`src/soc_config.svh`:
```
`ifndef SOC_CONFIG_SVH
`define SOC_CONFIG_SVH

// bus widths
`define ADDR_WIDTH 32
`define DATA_WIDTH 64
`define STRB_WIDTH 8

// slave windows behind the decoder
`define NUM_WINDOWS 3

`define RAM_BASE  32'h1c00_0000
`define VGA_BASE  32'h0001_0000
`define PERI_BASE 32'h0002_0000

// low address bits covered by each window
`define RAM_LEN_BITS  16
`define VGA_LEN_BITS  11
`define PERI_LEN_BITS 16

// word index is addr[10:3], so the larger windows alias every 2 KiB
`define BANK_INDEX_BITS 8
`define BANK_WORDS      256

`endif

```
`src/axi_pkg.sv`:
```
`include "soc_config.svh"

package axi_pkg;

   // only the two codes this fabric can return
   typedef enum logic [1:0] {
      RESP_OKAY   = 2'b00,
      RESP_DECERR = 2'b11
   } resp_t;

   // one bus word, viewed flat or as byte lanes
   typedef union packed {
      logic [`DATA_WIDTH-1:0]      word;
      logic [`STRB_WIDTH-1:0][7:0] byte_lane;
   } data_word_u;

endpackage

```
`src/soc_map_pkg.sv`:
```
`include "soc_config.svh"

package soc_map_pkg;

   // window codes double as bank numbers
   // WIN_NONE marks an unmapped address
   typedef enum logic [1:0] {
      WIN_RAM  = 2'd0,
      WIN_VGA  = 2'd1,
      WIN_PERI = 2'd2,
      WIN_NONE = 2'd3
   } window_t;

   // word index within one bank
   typedef logic [`BANK_INDEX_BITS-1:0] bank_index_t;

endpackage

```
`src/axi_addr_decoder.sv`:
```
`timescale 1ns/1ns
`include "soc_config.svh"

module axi_addr_decoder (
   input  logic [`ADDR_WIDTH-1:0]  awaddr,
   input  logic                    awvalid,
   input  axi_pkg::data_word_u     wdata,
   input  logic [`STRB_WIDTH-1:0]  wstrb,
   input  logic                    wvalid,
   input  logic [`ADDR_WIDTH-1:0]  araddr,
   input  logic                    arvalid,
   input  logic                    wr_busy,
   input  logic                    rd_busy,
   output logic                    awready,
   output logic                    wready,
   output logic                    arready,
   output logic [`NUM_WINDOWS-1:0] bank_wr_en,
   output logic [`NUM_WINDOWS-1:0] bank_rd_en,
   output soc_map_pkg::bank_index_t wr_index,
   output soc_map_pkg::bank_index_t rd_index,
   output axi_pkg::data_word_u     bank_wdata,
   output logic [`STRB_WIDTH-1:0]  bank_wstrb,
   output logic                    wr_accept,
   output soc_map_pkg::window_t    wr_window,
   output logic                    rd_accept,
   output soc_map_pkg::window_t    rd_window
);

   // byte offset bits below the word index
   localparam int OFFSET_BITS = $clog2(`STRB_WIDTH);

   function automatic soc_map_pkg::window_t match_window(input logic [`ADDR_WIDTH-1:0] addr);
      soc_map_pkg::window_t win;
      win = soc_map_pkg::WIN_NONE;
      if ((addr >> `RAM_LEN_BITS) == (`RAM_BASE >> `RAM_LEN_BITS))
         win = soc_map_pkg::WIN_RAM;
      else if ((addr >> `VGA_LEN_BITS) == (`VGA_BASE >> `VGA_LEN_BITS))
         win = soc_map_pkg::WIN_VGA;
      else if ((addr >> `PERI_LEN_BITS) == (`PERI_BASE >> `PERI_LEN_BITS))
         win = soc_map_pkg::WIN_PERI;
      return win;
   endfunction

   // one transfer in flight per direction
   assign awready = !wr_busy;
   assign wready  = !wr_busy;
   assign arready = !rd_busy;

   // address and data are taken together
   assign wr_accept = awvalid && wvalid && !wr_busy;
   assign rd_accept = arvalid && !rd_busy;

   assign wr_window = match_window(awaddr);
   assign rd_window = match_window(araddr);

   assign wr_index = awaddr[`BANK_INDEX_BITS+OFFSET_BITS-1:OFFSET_BITS];
   assign rd_index = araddr[`BANK_INDEX_BITS+OFFSET_BITS-1:OFFSET_BITS];

   assign bank_wdata = wdata;
   assign bank_wstrb = wstrb;

   // unmapped requests leave every bank idle
   always_comb
   begin
      bank_wr_en = '0;
      bank_rd_en = '0;
      for (int i = 0; i < `NUM_WINDOWS; i++)
      begin
         bank_wr_en[i] = wr_accept && (wr_window == soc_map_pkg::window_t'(i));
         bank_rd_en[i] = rd_accept && (rd_window == soc_map_pkg::window_t'(i));
      end
   end

endmodule

```
`config.mk`:
```
export PLATFORM = sky130hd
export DESIGN_NAME = axi_addr_decoder
export DESIGN_NICKNAME = d
export VERILOG_FILES = /design/src/axi_pkg.sv /design/src/soc_map_pkg.sv /design/src/axi_addr_decoder.sv
export VERILOG_INCLUDE_DIRS = /design/src /design/src/src
export SDC_FILE = /design/constraint.sdc
export NUM_CORES = 1
export LEC_CHECK = 0
export BUFFER_PORTS_ARGS = -buffer_cell sky130_fd_sc_hd__buf_2
export CAP_MARGIN = 20
export CORE_AREA = 10 10 87 89
export DETAILED_ROUTE_END_ITERATION = 8
export DIE_AREA = 0 0 97 99
export SLEW_MARGIN = 20
export SYNTH_ARGS = -nofsm -noshare
export SYNTH_HDL_FRONTEND = slang
export SYNTH_SLANG_ARGS = --single-unit
```
`constraint.sdc`:
```
create_clock -name vclk -period 3.8
set_input_delay 0.57 -clock vclk [all_inputs]
set_output_delay 0.57 -clock vclk [all_outputs]
set_load 0.05 [all_outputs]
```
======== Word level (Yosys, flattened, before mapping) ========
Cells that the tools add are included.
Widths: inputs -> output; s select.
operators by class
  equality and inequality tests ........... 10
  mux-type cells .......................... 6
  reduce and logical (&&, ||, !) cells .... 13
operators with widths
  operator              number
  $eq 21x6->1 const B   2
  $eq 16x13->1 const B  2
  $eq 16x2->1 const B   2
  $logic_and 1x1->1     9
  $mux 2                4
  $eq 2x1->1 const B    2
  $eq 2x2->1 const B    2
  $logic_not 2->1       2
  $logic_not 1->1       2
  $mux 1                2
word-level totals
  bits in registers ....................... 0
  output and inout bits ................... 103
  logic and storage cells ................. 29

======== Longest topological paths before layout ========
  word-level depth ........................ 6
  mapped depth ............................ 4

======== Least setup slack after synthesis ========
No wires, ideal clock.
  kind .................................... input -> output
  start ................................... in awaddr[22]
  end ..................................... out bank_wr_en[1]
  data arrival time ....................... 3.201 ns
  setup slack ............................. 0.029 ns
  stages .................................. 3
  path buffers ............................ 0
  cell sequence ........................... or4_4 or4_4 nor4_1
between the ends
  cells in the longest elaborated chain, start to end .. 6
  elaborated cells between the ends (all ways) .. 8
RTL lines
  item                   line                    source
  start, declared        axi_addr_decoder.sv:5   input logic [`ADDR_WIDTH-1:0] awaddr,
  $eq 16x2->1            axi_addr_decoder.sv:39  else if ((addr >> `PERI_LEN_BITS) == (`PERI_BASE >> `PERI_LEN_BITS))
  $mux 1                 axi_addr_decoder.sv:39
  $mux 2                 axi_addr_decoder.sv:37  else if ((addr >> `VGA_LEN_BITS) == (`VGA_BASE >> `VGA_LEN_BITS))
  $mux 2 (*)             axi_addr_decoder.sv:35  if ((addr >> `RAM_LEN_BITS) == (`RAM_BASE >> `RAM_LEN_BITS))
  $eq 2x1->1 (*)         axi_addr_decoder.sv:69  bank_wr_en[i] = wr_accept && (wr_window == soc_map_pkg::window_t'(i));
  $logic_and 1x1->1 (*)  axi_addr_decoder.sv:69
  end, declared          axi_addr_decoder.sv:17  output logic [`NUM_WINDOWS-1:0] bank_wr_en,
Mark *: on every way between the ends. The rest lies on a longest branch, timed or not.

======== Worst setup path after layout ========
  start ................................... in awaddr[18]
  end ..................................... out bank_wr_en[2]
between the ends
  cells in the longest elaborated chain, start to end .. 6
  elaborated cells between the ends (all ways) .. 8
RTL lines
  item                   line
  $eq 16x2->1            axi_addr_decoder.sv:39
  $mux 1                 axi_addr_decoder.sv:39
  $mux 2                 axi_addr_decoder.sv:37
  $mux 2 (*)             axi_addr_decoder.sv:35
  $eq 2x2->1 (*)         axi_addr_decoder.sv:69
  $logic_and 1x1->1 (*)  axi_addr_decoder.sv:69
Marked as above.

==> impl_metrics.csv <==
group,metric,value,unit
run_status,outcome,"completed",
timing,setup_viol,0,
layout,utilization,0.1114,
critical_path,critPathMaxStageDelay,0.56,ns
layout,num_antenna_cells,0,
detailed_routing,num_vias,667,
timing,hold_viol,0,
timing,slew_headroom,0.5735,
synth,ys_types,17,
critical_path,endpoint,"bank_wr_en[2]",
synth,synth_area,915.9,um^2
critical_path,crit_family,"simple AND/OR/NAND/NOR gates",
detailed_routing,drt_wl_total,2.901,mm
timing,post-route-period-util,0.7679,
detailed_routing,ant_nets,0,
power_and_ir_drop,total_power,0.00004555,W
grt,grt_antenna_before_repair,0,
layout,area_delta_synth_final,-28.83,%
die,chipWidth,97,um
die,die_area,9603,um^2
synth,synth_cells,128,
critical_path,cp-start-kind,"primary input",
power_and_ir_drop,p_clk_frac,0,
placed_design,port_buffers,62,
timing,slew_viol_final,0,
critical_path,required,3.23,ns
detailed_routing,first_iter_violations,19,
grt,grt_pass1_vias,782,
timing,hold_ws,1.140,ns
worst_hold_path,hp-class,"primary input to output pin",
layout,drive_gt1_frac,0.6337,
flow_run,cap_violations,0,
critical_path,arrival,2.35,ns
synth,avgSynthCellArea,7.155,um^2
die,ios,244,
grt,grtUsageTotal,0.05158,
layout,design_area,651.9,um^2
layout,clkbuf_count,0,
detailed_routing,drt_first_pass_iters,3,
critical_path,crit_fanout,4,
timing,max_freq,0.3427,GHz
timing,min_period,2.918,ns
layout,flops_and_latches,0,
critical_path,crit_path_start,"awaddr[18]",
critical_path,critPathBufInv,2,
timing,totalNegativeSetupSlack,0,ns
power_and_ir_drop,internal-power,0.00002244,W
power_and_ir_drop,pwr-share-comb,1.000,
power_and_ir_drop,p_sw_frac,0.5074,
timing,tightest_slew,0.6339,ns
die,start_util,0.1565,
synth,synth_top_cell_by_area,"buf_4",
synth,synth.yosys.seq_area_share,0,
layout,final_cell_mix,"buf_2, nor4_1, nor3_1",
placed_design,gp_congestion,0.7184,
detailed_routing,viasPerCell,3.790,
critical_path,crit_top_cell,"buf_2",
cts,cts_resized,0,
critical_path,worstSetupPathType,"primary input to output pin",
synth,synth_nets,269,
layout,final_common_cell,"buf_2",
grt,grt_start_max_net_pins,6,
die,rows,28,
power_and_ir_drop,power_density,69.87,nW/um^2
power_and_ir_drop,p_sw,0.00002311,W
detailed_routing,drc_errors,0,
critical_path,cp.depth,5,
layout,nets,244,
die,die_height,99,um
cts,post-cts-setup-buffer-count,0,
grt,grt.overflow.total,0,
critical_path,path_cells,"buf_2 > or4_1 > or4_4 > nor4_1 > buf_2",
synth,yosysTopAreaCellShare,0.7295,
detailed_routing,wl_per_cell,16.48,um
placed_design,place_area,651.9,um^2
layout,regArea,0,um^2
power_and_ir_drop,static-leakage-power,0.3134,nW
cts,cts_hold_buf,0,
power_and_ir_drop,ir_drop,35.10,uV
placed_design,dp_hpwl,2.631,mm
synth,ys_top_cells_by_area,"buf_4, nor4_1, nor3_1",
grt,grt_pass1_wl,4.215,mm
critical_path,end_kind,"output pin",
timing,rsz0062_at_grt,"no",
power_and_ir_drop,sequentialPowerShare,0,
synth,ys_warn_count,0,
critical_path,cp_slowest_cell,"or4_1",
die,core-area,5851,um^2
[worst min-delay path by stage]
stage,to,slack (ns),start,cells past startpoint
2_1_floorplan,bank_wdata[0],1.31,wdata[0],1
3_5_place_dp,bank_wdata[17],1.14,wdata[17],0
5_1_grt,bank_wdata[27],1.14,wdata[27],0
4_1_cts,bank_wdata[17],1.14,wdata[17],0
6_report,bank_wdata[13],1.14,wdata[13],0
3_3_place_gp,bank_wdata[17],1.14,wdata[17],0
[cell type report]
cell class,instances,area [um^2]
fill,684,5199
timing repair buffer,62,310.3
multi-input combinational,35,232.7
tap,75,93.84
inverter,4,15.01
[synth_stat cells]
library cell   n
buf_4         89
nor3_1         6
nor4_1         6
inv_1          4
nand3_1        4
nand4b_1       3
nand2_1        2
o21ba_1        2
or3_1          2
or4_1          2
or4_4          2
a21o_1         1
and2_1         1
nand2b_1       1
nor2_1         1
nor4b_1        1
o22a_1         1
[layer usage]
| layer | track usage | part of all wire | wire length [um] | up-vias |
|---|---|---|---|---|
| met1 | 0.03837 | 0.25 | 719 | 252 |
| met4 | 0.05789 | 0.11 | 317 | 0 |
| met3 | 0.03841 | 0.21 | 598 | 44 |
| li1 | - | - | - | 284 |
| met5 | 0.02051 | 0 | 0 | - |
| met2 | 0.07870 | 0.44 | 1265 | 87 |
[power groups by stage]
stage	clock [W]	combinational, W	sequential [W]
final	0	0.0000455	0
after floorplan	0	0.000267	0
after CTS	0	0.0000463	0
after global routing	0	0.0000508	0
after detailed placement	0	0.0000461	0
after global placement	0	0.0000452	0
[through the flow]
step | setup slack (ns) | std cells
after floorplan | 0.02878 | 128
after global placement | 0.8813 | 176
after detailed placement | 0.8548 | 176
after CTS | 0.8502 | 176
after global routing | 0.7637 | 176
final | 0.8820 | 176
[kinds of logic after synthesis]
kind of cell           count (synthesis)  share of synthesized area
buffers and inverters                 93                     0.7459
and+or+nand+nor                       31                     0.2145
AOI/OAI and AO/OA                      4                    0.03962
Power figures use the tool's default switching activity.
