===== src/soc_config.svh =====
`ifndef SOC_CONFIG_SVH
`define SOC_CONFIG_SVH

// bus widths
`define ADDR_WIDTH 32
`define DATA_WIDTH 64
`define STRB_WIDTH 8

// slave windows behind the decoder
`define NUM_WINDOWS 3

`define RAM_BASE  32'h1c00_0000
`define VGA_BASE  32'h0001_0000
`define PERI_BASE 32'h0002_0000

// low address bits covered by each window
`define RAM_LEN_BITS  16
`define VGA_LEN_BITS  11
`define PERI_LEN_BITS 16

// word index is addr[10:3], so the larger windows alias every 2 KiB
`define BANK_INDEX_BITS 8
`define BANK_WORDS      256

`endif


===== src/axi_pkg.sv =====
`include "soc_config.svh"

package axi_pkg;

   // only the two codes this fabric can return
   typedef enum logic [1:0] {
      RESP_OKAY   = 2'b00,
      RESP_DECERR = 2'b11
   } resp_t;

   // one bus word, viewed flat or as byte lanes
   typedef union packed {
      logic [`DATA_WIDTH-1:0]      word;
      logic [`STRB_WIDTH-1:0][7:0] byte_lane;
   } data_word_u;

endpackage


===== src/soc_map_pkg.sv =====
`include "soc_config.svh"

package soc_map_pkg;

   // window codes double as bank numbers
   // WIN_NONE marks an unmapped address
   typedef enum logic [1:0] {
      WIN_RAM  = 2'd0,
      WIN_VGA  = 2'd1,
      WIN_PERI = 2'd2,
      WIN_NONE = 2'd3
   } window_t;

   // word index within one bank
   typedef logic [`BANK_INDEX_BITS-1:0] bank_index_t;

endpackage


===== src/axi_resp_mux.sv =====
`timescale 1ns/1ns
`include "soc_config.svh"

module axi_resp_mux (
   input  logic                                       clk,
   input  logic                                       resetn,
   input  logic                                       wr_accept,
   input  soc_map_pkg::window_t                       wr_window,
   input  logic                                       rd_accept,
   input  soc_map_pkg::window_t                       rd_window,
   input  axi_pkg::data_word_u [`NUM_WINDOWS-1:0]     bank_rdata,
   input  logic                                       bready,
   input  logic                                       rready,
   output axi_pkg::resp_t                             bresp,
   output logic                                       bvalid,
   output axi_pkg::resp_t                             rresp,
   output logic                                       rvalid,
   output axi_pkg::data_word_u                        rdata,
   output logic                                       wr_busy,
   output logic                                       rd_busy
);

   // window of the read in flight
   soc_map_pkg::window_t rd_sel;

   always_ff @(posedge clk)
   begin
      if (!resetn)
      begin
         bvalid <= 1'b0;
         rvalid <= 1'b0;
      end
      else
      begin
         if (wr_accept)
            bvalid <= 1'b1;
         else if (bready)
            bvalid <= 1'b0;

         if (rd_accept)
            rvalid <= 1'b1;
         else if (rready)
            rvalid <= 1'b0;
      end
   end

   // response codes and read window held until the next accept
   always_ff @(posedge clk)
   begin
      if (wr_accept)
      begin
         if (wr_window == soc_map_pkg::WIN_NONE)
            bresp <= axi_pkg::RESP_DECERR;
         else
            bresp <= axi_pkg::RESP_OKAY;
      end
      if (rd_accept)
      begin
         rd_sel <= rd_window;
         if (rd_window == soc_map_pkg::WIN_NONE)
            rresp <= axi_pkg::RESP_DECERR;
         else
            rresp <= axi_pkg::RESP_OKAY;
      end
   end

   // bank output stays put until its next rd_en, so this is stable under stall
   always_comb
   begin
      rdata = '0;
      if (rd_sel != soc_map_pkg::WIN_NONE)
         rdata = bank_rdata[rd_sel];
   end

   assign wr_busy = bvalid;
   assign rd_busy = rvalid;

endmodule


===== config.mk =====
export PLATFORM = sky130hd
export DESIGN_NAME = axi_resp_mux
export DESIGN_NICKNAME = d
export VERILOG_FILES = /design/src/axi_pkg.sv /design/src/soc_map_pkg.sv /design/src/axi_resp_mux.sv
export VERILOG_INCLUDE_DIRS = /design/src /design/src/src
export SDC_FILE = /design/constraint.sdc
export NUM_CORES = 1
export LEC_CHECK = 0
export BUFFER_PORTS_ARGS = -buffer_cell sky130_fd_sc_hd__buf_2
export CORE_AREA = 2 2 107 109
export CTS_CLUSTER_DIAMETER = 40
export DETAILED_ROUTE_END_ITERATION = 10
export DIE_AREA = 0 0 109 111
export GPL_TIMING_DRIVEN = 1
export REMOVE_ABC_BUFFERS = 1
export SLEW_MARGIN = 15
export SYNTH_ARGS = -nofsm -noshare
export SYNTH_HDL_FRONTEND = slang
export SYNTH_SLANG_ARGS = --single-unit

===== constraint.sdc =====
create_clock -name clk -period 2.4 [get_ports clk]
set_input_delay 0.24 -clock clk [delete_from_list [all_inputs] [get_ports clk]]
set_output_delay 0.24 -clock clk [all_outputs]
set_load 0.1 [all_outputs]

# == Word-level counts from Yosys, hierarchy flattened ==
# Index checks and enable logic that the tools add are counted.
# word_totals
register_bits,8
output_inout_bits,72
wordCells,20
# op_classes
n_lt_le_gt_ge,1
eq_ne,3
n_mux,9
n_reduce_logical,2
# op_table
cell,count
binary-select mux 64 bit (select 2 bit),1
two-way mux 64 bit,2
equality test 2 bit (second input constant),2
two-way mux 1 bit,4
two-way mux 2 bit,2
nonzero test 2 bit,2
less-than comparator 2 x 3 -> 1 bit (second input constant),1
inequality test 2 bit (second input constant),1

# == Longest topological paths before layout ==
# Gate-level depths: netlist (run 1).
# logic_depth
depth_word,3
mapped_depth,4
ltp_nobuf,2

# == Worst setup path after synthesis (run 1) ==
# OpenSTA, ideal clock, no wires.
# synth_path
kind,register to output
startpoint,reg rd_sel[1]
endpoint,out rdata[10] (netlist name)
arrival_time_ps,2296
required_time_ps,2160
setup_slack_ps,-136
stages_incl_launch_ff,5
cell_sequence,edfxtp_1 -> buf_8 -> buf_12 -> mux2i_1 -> o2bb2ai_1
# synth_lines
item,line_no,rtl
"start, declared",axi_resp_mux.sv:24,soc_map_pkg::window_t rd_sel;
"start signal, assigned",axi_resp_mux.sv:59,rd_sel <= rd_window;
"end, declared",axi_resp_mux.sv:18,"output axi_pkg::data_word_u rdata,"

==> metrics.txt, run 1 <==
# TYPE chip_impl_metric gauge
chip_impl_metric{name="synth_sequential_area_ratio",unit="%"} 9.756
chip_impl_metric{name="layout.cell_area.non_filler",unit="sq um"} 4071
chip_impl_metric{name="cts_num_sinks",unit=""} 6
chip_impl_metric{name="routed_wirelength",unit="um"} 8091
chip_impl_metric{name="gp_congestion",unit=""} 0.7544
chip_impl_metric{name="postSynthAreaPerCell",unit="sq um"} 9.889
chip_impl_info{name="path_cells",value="buf_4 -> mux2i_1 -> o2bb2ai_1 -> buf_12"} 1
chip_impl_info{name="clock-root-buffer",value="clkbuf_16"} 1
chip_impl_metric{name="critical_path_required",unit="ns"} 2.16
chip_impl_metric{name="die_w",unit="um"} 109
chip_impl_metric{name="synth.distinct_cells",unit=""} 12
chip_impl_info{name="critical_path_class",value="reg -> out"} 1
chip_impl_metric{name="fin_worst_hold_slack",unit="ns"} 0.2032
chip_impl_metric{name="design.core.area",unit="sq um"} 11080
chip_impl_metric{name="first_iter_violations",unit=""} 53
chip_impl_metric{name="grt_max_degree",unit=""} 65
chip_impl_metric{name="holdBufCountCts",unit=""} 0
chip_impl_metric{name="pwr_density_cell",unit="nW/um^2"} 592.3
chip_impl_info{name="leading_cell_type_in_the_layout_fill_and_taps_excluded",value="buf_2"} 1
chip_impl_info{name="cts_tree",value="done"} 1
chip_impl_metric{name="post-route-period-util",unit="%"} 86.82
chip_impl_metric{name="detailed_place_hpwl",unit="um"} 6897
chip_impl_metric{name="synthesis.yosys.warnings",unit=""} 0
chip_impl_metric{name="cts-resized-gates",unit=""} 0
chip_impl_metric{name="num-nets-final",unit=""} 626
chip_impl_metric{name="layout_min_cycle_time",unit="ns"} 2.084
chip_impl_metric{name="finClkSkew",unit="ns"} 0
chip_impl_info{name="run_status",value="finished clean"} 1
chip_impl_metric{name="antenna_found_initial",unit=""} 0
chip_impl_metric{name="report.final.setup_viol",unit=""} 0
chip_impl_metric{name="cap_viol_max_count",unit=""} 0
chip_impl_metric{name="antenna_violating_nets_post_route",unit=""} 0
chip_impl_metric{name="ys_seq_elements",unit=""} 6
chip_impl_metric{name="detailed_route_via_count",unit=""} 2459
chip_impl_info{name="synthTopCellsByArea",value="mux2i_1, o2bb2ai_1, buf_12"} 1
chip_impl_metric{name="routed_wire_length_per_instance",unit="um"} 14.32
chip_impl_metric{name="netlist_area",unit="sq um"} 1642
chip_impl_metric{name="critical_path.max_fanout",unit=""} 29
chip_impl_metric{name="clock_path_buffers",unit=""} 2
chip_impl_metric{name="initial_core_util",unit="%"} 14.82
chip_impl_info{name="rsz0062_at_grt",value="false"} 1
chip_impl_info{name="critPathSlowestCell",value="buf_4"} 1
chip_impl_metric{name="transition_time_of_the_tightest_slew_check_pin",unit="ns"} 0.6915
chip_impl_info{name="start_kind",value="flop"} 1
chip_impl_metric{name="placementRows",unit=""} 39
chip_impl_info{name="post-synth-top-area-cell",value="mux2i_1"} 1
chip_impl_metric{name="finalPower",unit="mW"} 2.412
chip_impl_info{name="setup.worst_path.end_class",value="output pin"} 1
chip_impl_metric{name="ios",unit=""} 274
chip_impl_metric{name="drt_drc_violations_left",unit=""} 0
chip_impl_metric{name="grt_pass1_vias",unit=""} 2599
chip_impl_metric{name="io_buffers",unit=""} 273
chip_impl_metric{name="grtUsageTotal",unit="%"} 12.49
chip_impl_metric{name="cts_inserted_buffers",unit=""} 3
chip_impl_metric{name="grt_pass1_wl",unit="um"} 12360
chip_impl_metric{name="synthCells",unit=""} 166
chip_impl_metric{name="post_layout_nonfiller_instances",unit=""} 565
chip_impl_metric{name="grt_overflow",unit=""} 0
chip_impl_metric{name="vias_per_cell",unit=""} 4.352
chip_impl_metric{name="netlist.area_leader.share",unit="%"} 39.02
chip_impl_metric{name="die_area",unit="sq um"} 12100
chip_impl_metric{name="worst_path_max_stage_delay",unit="ns"} 0.46
chip_impl_metric{name="placedInstanceArea",unit="sq um"} 3996
chip_impl_metric{name="finalMaxSlewViolations",unit=""} 0
chip_impl_metric{name="numPlacedInstances",unit=""} 562
chip_impl_metric{name="peakVddDrop",unit="mV"} 0.4840
chip_impl_info{name="layout_common_cells",value="buf_2, buf_12, mux2i_1, o2bb2ai_1, edfxtp_1"} 1
chip_impl_metric{name="leakage",unit="nW"} 2.032
chip_impl_metric{name="crit_arrival",unit="ns"} 1.84
chip_impl_metric{name="first_pass_iters",unit=""} 4
chip_impl_metric{name="drive_above_1_share",unit="%"} 66.82
chip_impl_info{name="hold_path.class",value="in -> reg"} 1
chip_impl_metric{name="timing.final.hold_violations",unit=""} 0
chip_impl_metric{name="flow.area_growth_from_synthesis",unit="%"} 148.0
chip_impl_metric{name="antenna_diodes",unit=""} 0
chip_impl_metric{name="nFillCells",unit=""} 1084
chip_impl_metric{name="clock_tree.htree_level_count",unit=""} 1
chip_impl_metric{name="vertical_die_dimension",unit="um"} 111
chip_impl_metric{name="max-slew-margin-rel",unit="%"} 53.90
chip_impl_metric{name="post-cts-setup-buffer-count",unit=""} 0
chip_impl_metric{name="clkTransAtPathRegs",unit="ns"} 0.03
chip_impl_metric{name="clk_latency",unit="ns"} 0.23
chip_impl_metric{name="fmaxAchievable",unit="MHz"} 479.9
[synthesized netlist by cell type]
master / count
mux2i_1: 64
edfxtp_1: 4
buf_4: 4
buf_12: 6
clkbuf_1: 1
buf_2: 13
o21a_1: 2
nor2b_1: 3
buf_8: 1
and2_1: 2
dfxtp_1: 2
o2bb2ai_1: 64
[kinds of logic (layout without fill, tap and decap cells)]
family | count (synthesis) | after routing | share of synthesized area [%]
muxes | 64 | 64 | 39.02
DFF | 6 | 6 | 9.756
buffers and inverters | 25 | 281 | 14.25
and+or+nand+nor | 5 | 5 | 1.905
AOI/OAI and AO/OA | 66 | 66 | 35.06
[critical path: cells and delay by family, from the launching register on]
kind | cells | cell delay (ns)
buffers and inverters | 2 | 0.67
DFF | 1 | 0.45
AOI/OAI and AO/OA | 1 | 0.28
muxes | 1 | 0.18
[report_power, final]
group	total (mW)	switching [mW]	leakage [nW]	internal (mW)
Sequential	0.126	0.00635	0.0556	0.120
Combinational	2.01	1.31	1.94	0.707
Clock	0.272	0.0579	0.0370	0.214
Total	2.41	1.37	2.03	1.04
[final timing paths]
kind	startpoint	slack [ns]	end	depth (start not counted)
max reg2reg	rd_busy	1.69	rd_busy	2
max	rd_sel[1]	0.32	rdata[32]	4
min	rd_window[0]	0.20	rd_sel[0]	1
min reg2reg	bvalid	0.61	bvalid	2
[metrics by stage]
step	setup slack, ns	TNS, ns	utilization (%)
after CTS	0.2984	0	36.76
after detailed placement	0.5478	0	36.08
after floorplan	-2.778	-177.79	-
final	0.3163	0	36.76
after global placement	0.5911	0	36.08
after global routing	0.2260	0	36.76
[flip-flops by register name (all words and copies together) (netlist names)]
name     flops
rd_sel       2
rd_busy      1
rresp        1
bvalid       1
bresp        1
[area by class of cell]
class / instances / area, sq um / share of cell area (%)
well taps: 143 / 178.9 / 4.395
flip-flops and latches: 6 / 160.2 / 3.934
clock buffers: 3 / 75.07 / 1.844
repair buffers: 278 / 2402 / 59.00
multi-input cells: 135 / 1255 / 30.82
[layer usage]
metal / GRT usage [%] / vias to the layer above / part of all wire, %
li1: - / 1205 / -
met3: 1.470 / 12 / 8.5
met1: 13.42 / 1100 / 36
met2: 25.05 / 142 / 54
met4: 2.735 / 0 / 1.6
met5: 0 / - / 0
No activity file was read; power rests on OpenSTA's default activity.
==> run 2: changes to the inputs <==
- CTS_BUF_LIST: default -> sky130_fd_sc_hd__clkbuf_4
==> metrics.txt, run 2 (synthesis gave the netlist of run 1 again) <==
# TYPE chip_impl_metric gauge
chip_impl_metric{name="transition_time_of_the_tightest_slew_check_pin",unit="ns"} 0.6868
chip_impl_metric{name="first_iter_violations",unit=""} 85
chip_impl_info{name="largest-register",value="rd_sel"} 1
chip_impl_metric{name="placedInstanceArea",unit="sq um"} 3996
chip_impl_metric{name="grtUsageTotal",unit="%"} 12.32
chip_impl_metric{name="post-cts-setup-buffer-count",unit=""} 0
chip_impl_metric{name="holdBufCountCts",unit=""} 0
chip_impl_metric{name="grt_max_degree",unit=""} 65
chip_impl_metric{name="finClkSkew",unit="ns"} 0
chip_impl_metric{name="detailed_place_hpwl",unit="um"} 6897
chip_impl_metric{name="finalMaxSlewViolations",unit=""} 0
chip_impl_metric{name="largest_register_ff_count",unit=""} 2
chip_impl_metric{name="swShare",unit="%"} 60.41
chip_impl_metric{name="layout.cell_area.non_filler",unit="sq um"} 4019
chip_impl_metric{name="die_w",unit="um"} 109
chip_impl_metric{name="ios",unit=""} 274
chip_impl_metric{name="cts_inserted_buffers",unit=""} 3
chip_impl_info{name="cts_tree",value="done"} 1
chip_impl_metric{name="p_int",unit="mW"} 0.8829
chip_impl_metric{name="vertical_die_dimension",unit="um"} 111
chip_impl_metric{name="clk_latency",unit="ns"} 0.24
chip_impl_metric{name="crit_arrival",unit="ns"} 1.86
chip_impl_metric{name="layout_min_cycle_time",unit="ns"} 2.097
chip_impl_info{name="setup.worst_path.end_class",value="output pin"} 1
chip_impl_metric{name="cts-resized-gates",unit=""} 0
chip_impl_metric{name="critical_path_required",unit="ns"} 2.16
chip_impl_metric{name="io_buffers",unit=""} 273
chip_impl_metric{name="antenna_found_initial",unit=""} 0
chip_impl_metric{name="num-nets-final",unit=""} 626
chip_impl_info{name="leading_cell_type_in_the_layout_fill_and_taps_excluded",value="buf_2"} 1
chip_impl_info{name="layout_common_cells",value="buf_2, buf_12, mux2i_1, o2bb2ai_1, edfxtp_1"} 1
chip_impl_metric{name="routed_wirelength",unit="um"} 8062
chip_impl_metric{name="critical_path.max_fanout",unit=""} 29
chip_impl_metric{name="peakVddDrop",unit="mV"} 0.3126
chip_impl_metric{name="antenna_diodes",unit=""} 0
chip_impl_metric{name="timing.final.hold_violations",unit=""} 0
chip_impl_metric{name="initial_core_util",unit="%"} 14.82
chip_impl_metric{name="routed_wire_length_per_instance",unit="um"} 14.27
chip_impl_metric{name="grt_pass1_wl",unit="um"} 12270
chip_impl_info{name="critical_path_class",value="reg -> out"} 1
chip_impl_metric{name="gp_congestion",unit=""} 0.7544
chip_impl_metric{name="drive_above_1_share",unit="%"} 66.82
chip_impl_metric{name="grt_pass1_vias",unit=""} 2595
chip_impl_metric{name="die_area",unit="sq um"} 12100
chip_impl_metric{name="placementRows",unit=""} 39
chip_impl_metric{name="switching_power_total",unit="mW"} 1.347
chip_impl_metric{name="grt_overflow",unit=""} 0
chip_impl_metric{name="fmaxAchievable",unit="MHz"} 476.8
chip_impl_info{name="run_status",value="finished clean"} 1
chip_impl_metric{name="design.core.area",unit="sq um"} 11080
chip_impl_metric{name="clock_path_buffers",unit=""} 2
chip_impl_metric{name="max-slew-margin-rel",unit="%"} 54.21
chip_impl_metric{name="leakage",unit="nW"} 2.009
chip_impl_metric{name="cts_num_sinks",unit=""} 6
chip_impl_info{name="start_kind",value="flop"} 1
chip_impl_metric{name="comb_power_share",unit="%"} 90.3
chip_impl_metric{name="nFillCells",unit=""} 1087
chip_impl_info{name="rsz0062_at_grt",value="false"} 1
chip_impl_metric{name="cap_viol_max_count",unit=""} 0
chip_impl_metric{name="clkPwrFrac",unit="%"} 4.1
chip_impl_metric{name="pwr_density_cell",unit="nW/um^2"} 554.9
chip_impl_metric{name="antenna_violating_nets_post_route",unit=""} 0
chip_impl_metric{name="report.final.setup_viol",unit=""} 0
chip_impl_metric{name="flow.area_growth_from_synthesis",unit="%"} 144.8
chip_impl_metric{name="first_pass_iters",unit=""} 4
chip_impl_metric{name="post-route-period-util",unit="%"} 87.39
chip_impl_info{name="hold_path.class",value="in -> reg"} 1
chip_impl_metric{name="drt_drc_violations_left",unit=""} 0
chip_impl_metric{name="clkTransAtPathRegs",unit="ns"} 0.04
chip_impl_info{name="clock-root-buffer",value="clkbuf_4"} 1
chip_impl_metric{name="fin_worst_hold_slack",unit="ns"} 0.1924
chip_impl_metric{name="vias_per_cell",unit=""} 4.343
chip_impl_metric{name="share_seq_of_total_power",unit="%"} 5.6
chip_impl_metric{name="clock_tree.htree_level_count",unit=""} 1
chip_impl_metric{name="detailed_route_via_count",unit=""} 2454
run 2: cell types whose count changed in the layout (fill, tap and decap cells not counted):
cell and delta:
clkbuf_4 +3, clkbuf_16 -3
run 2: worst paths after layout:
check               to    startpoint  cells after the start  slack, ns
min reg2reg     bvalid        bvalid                      2       0.61
min          rd_sel[0]  rd_window[0]                      1       0.19
max reg2reg    rd_busy       rd_busy                      2       1.69
max          rdata[32]     rd_sel[1]                      4       0.30
run 2: power by group through the flow:
stage,Clock [mW],Combinational [mW],Sequential [mW]
final,0.0908,2.01,0.126
after global routing,0.101,2.08,0.127
after CTS,0.0956,2.03,0.126
after detailed placement,0,2.02,0.128
after global placement,0,2.01,0.127
after floorplan,0,1.11,0.243
run 2: final cells by class:
| type | count | area [sq um] | share of cell area (%) |
|---|---|---|---|
| clock buffers | 3 | 22.52 | 0.5604 |
| multi-input cells | 135 | 1255 | 31.23 |
| flip-flops and latches | 6 | 160.2 | 3.985 |
| well taps | 143 | 178.9 | 4.452 |
| repair buffers | 278 | 2402 | 59.78 |
run 2: per-stage QoR:
step | setup WS (ns) | instances | TNS, ns | utilization [%] | total power [mW]
2_1_floorplan | -2.778 | 141 | -177.79 | - | 1.355
3_3_place_gp | 0.5911 | 562 | 0 | 36.08 | 2.134
3_5_place_dp | 0.5478 | 562 | 0 | 36.08 | 2.152
4_1_cts | 0.2790 | 565 | 0 | 36.28 | 2.249
5_1_grt | 0.2035 | 565 | 0 | 36.28 | 2.307
6_report | 0.3027 | 565 | 0 | 36.28 | 2.230
run 2: per-layer routing:
layer / vias up / GRT usage (%) / share of wire, % / wire length (um)
met3: 10 / 1.293 / 8.2 / 664
met1: 1099 / 13.32 / 36 / 2932
li1: 1205 / - / - / -
met2: 140 / 24.97 / 54 / 4351
met5: - / 0 / 0 / 0
met4: 0 / 2.222 / 1.4 / 113
run 2: critical path: stages (launching register included):
cell and delay, ns:
edfxtp_1 0.46, buf_4 0.46, mux2i_1 0.18, o2bb2ai_1 0.28
buf_12 0.21
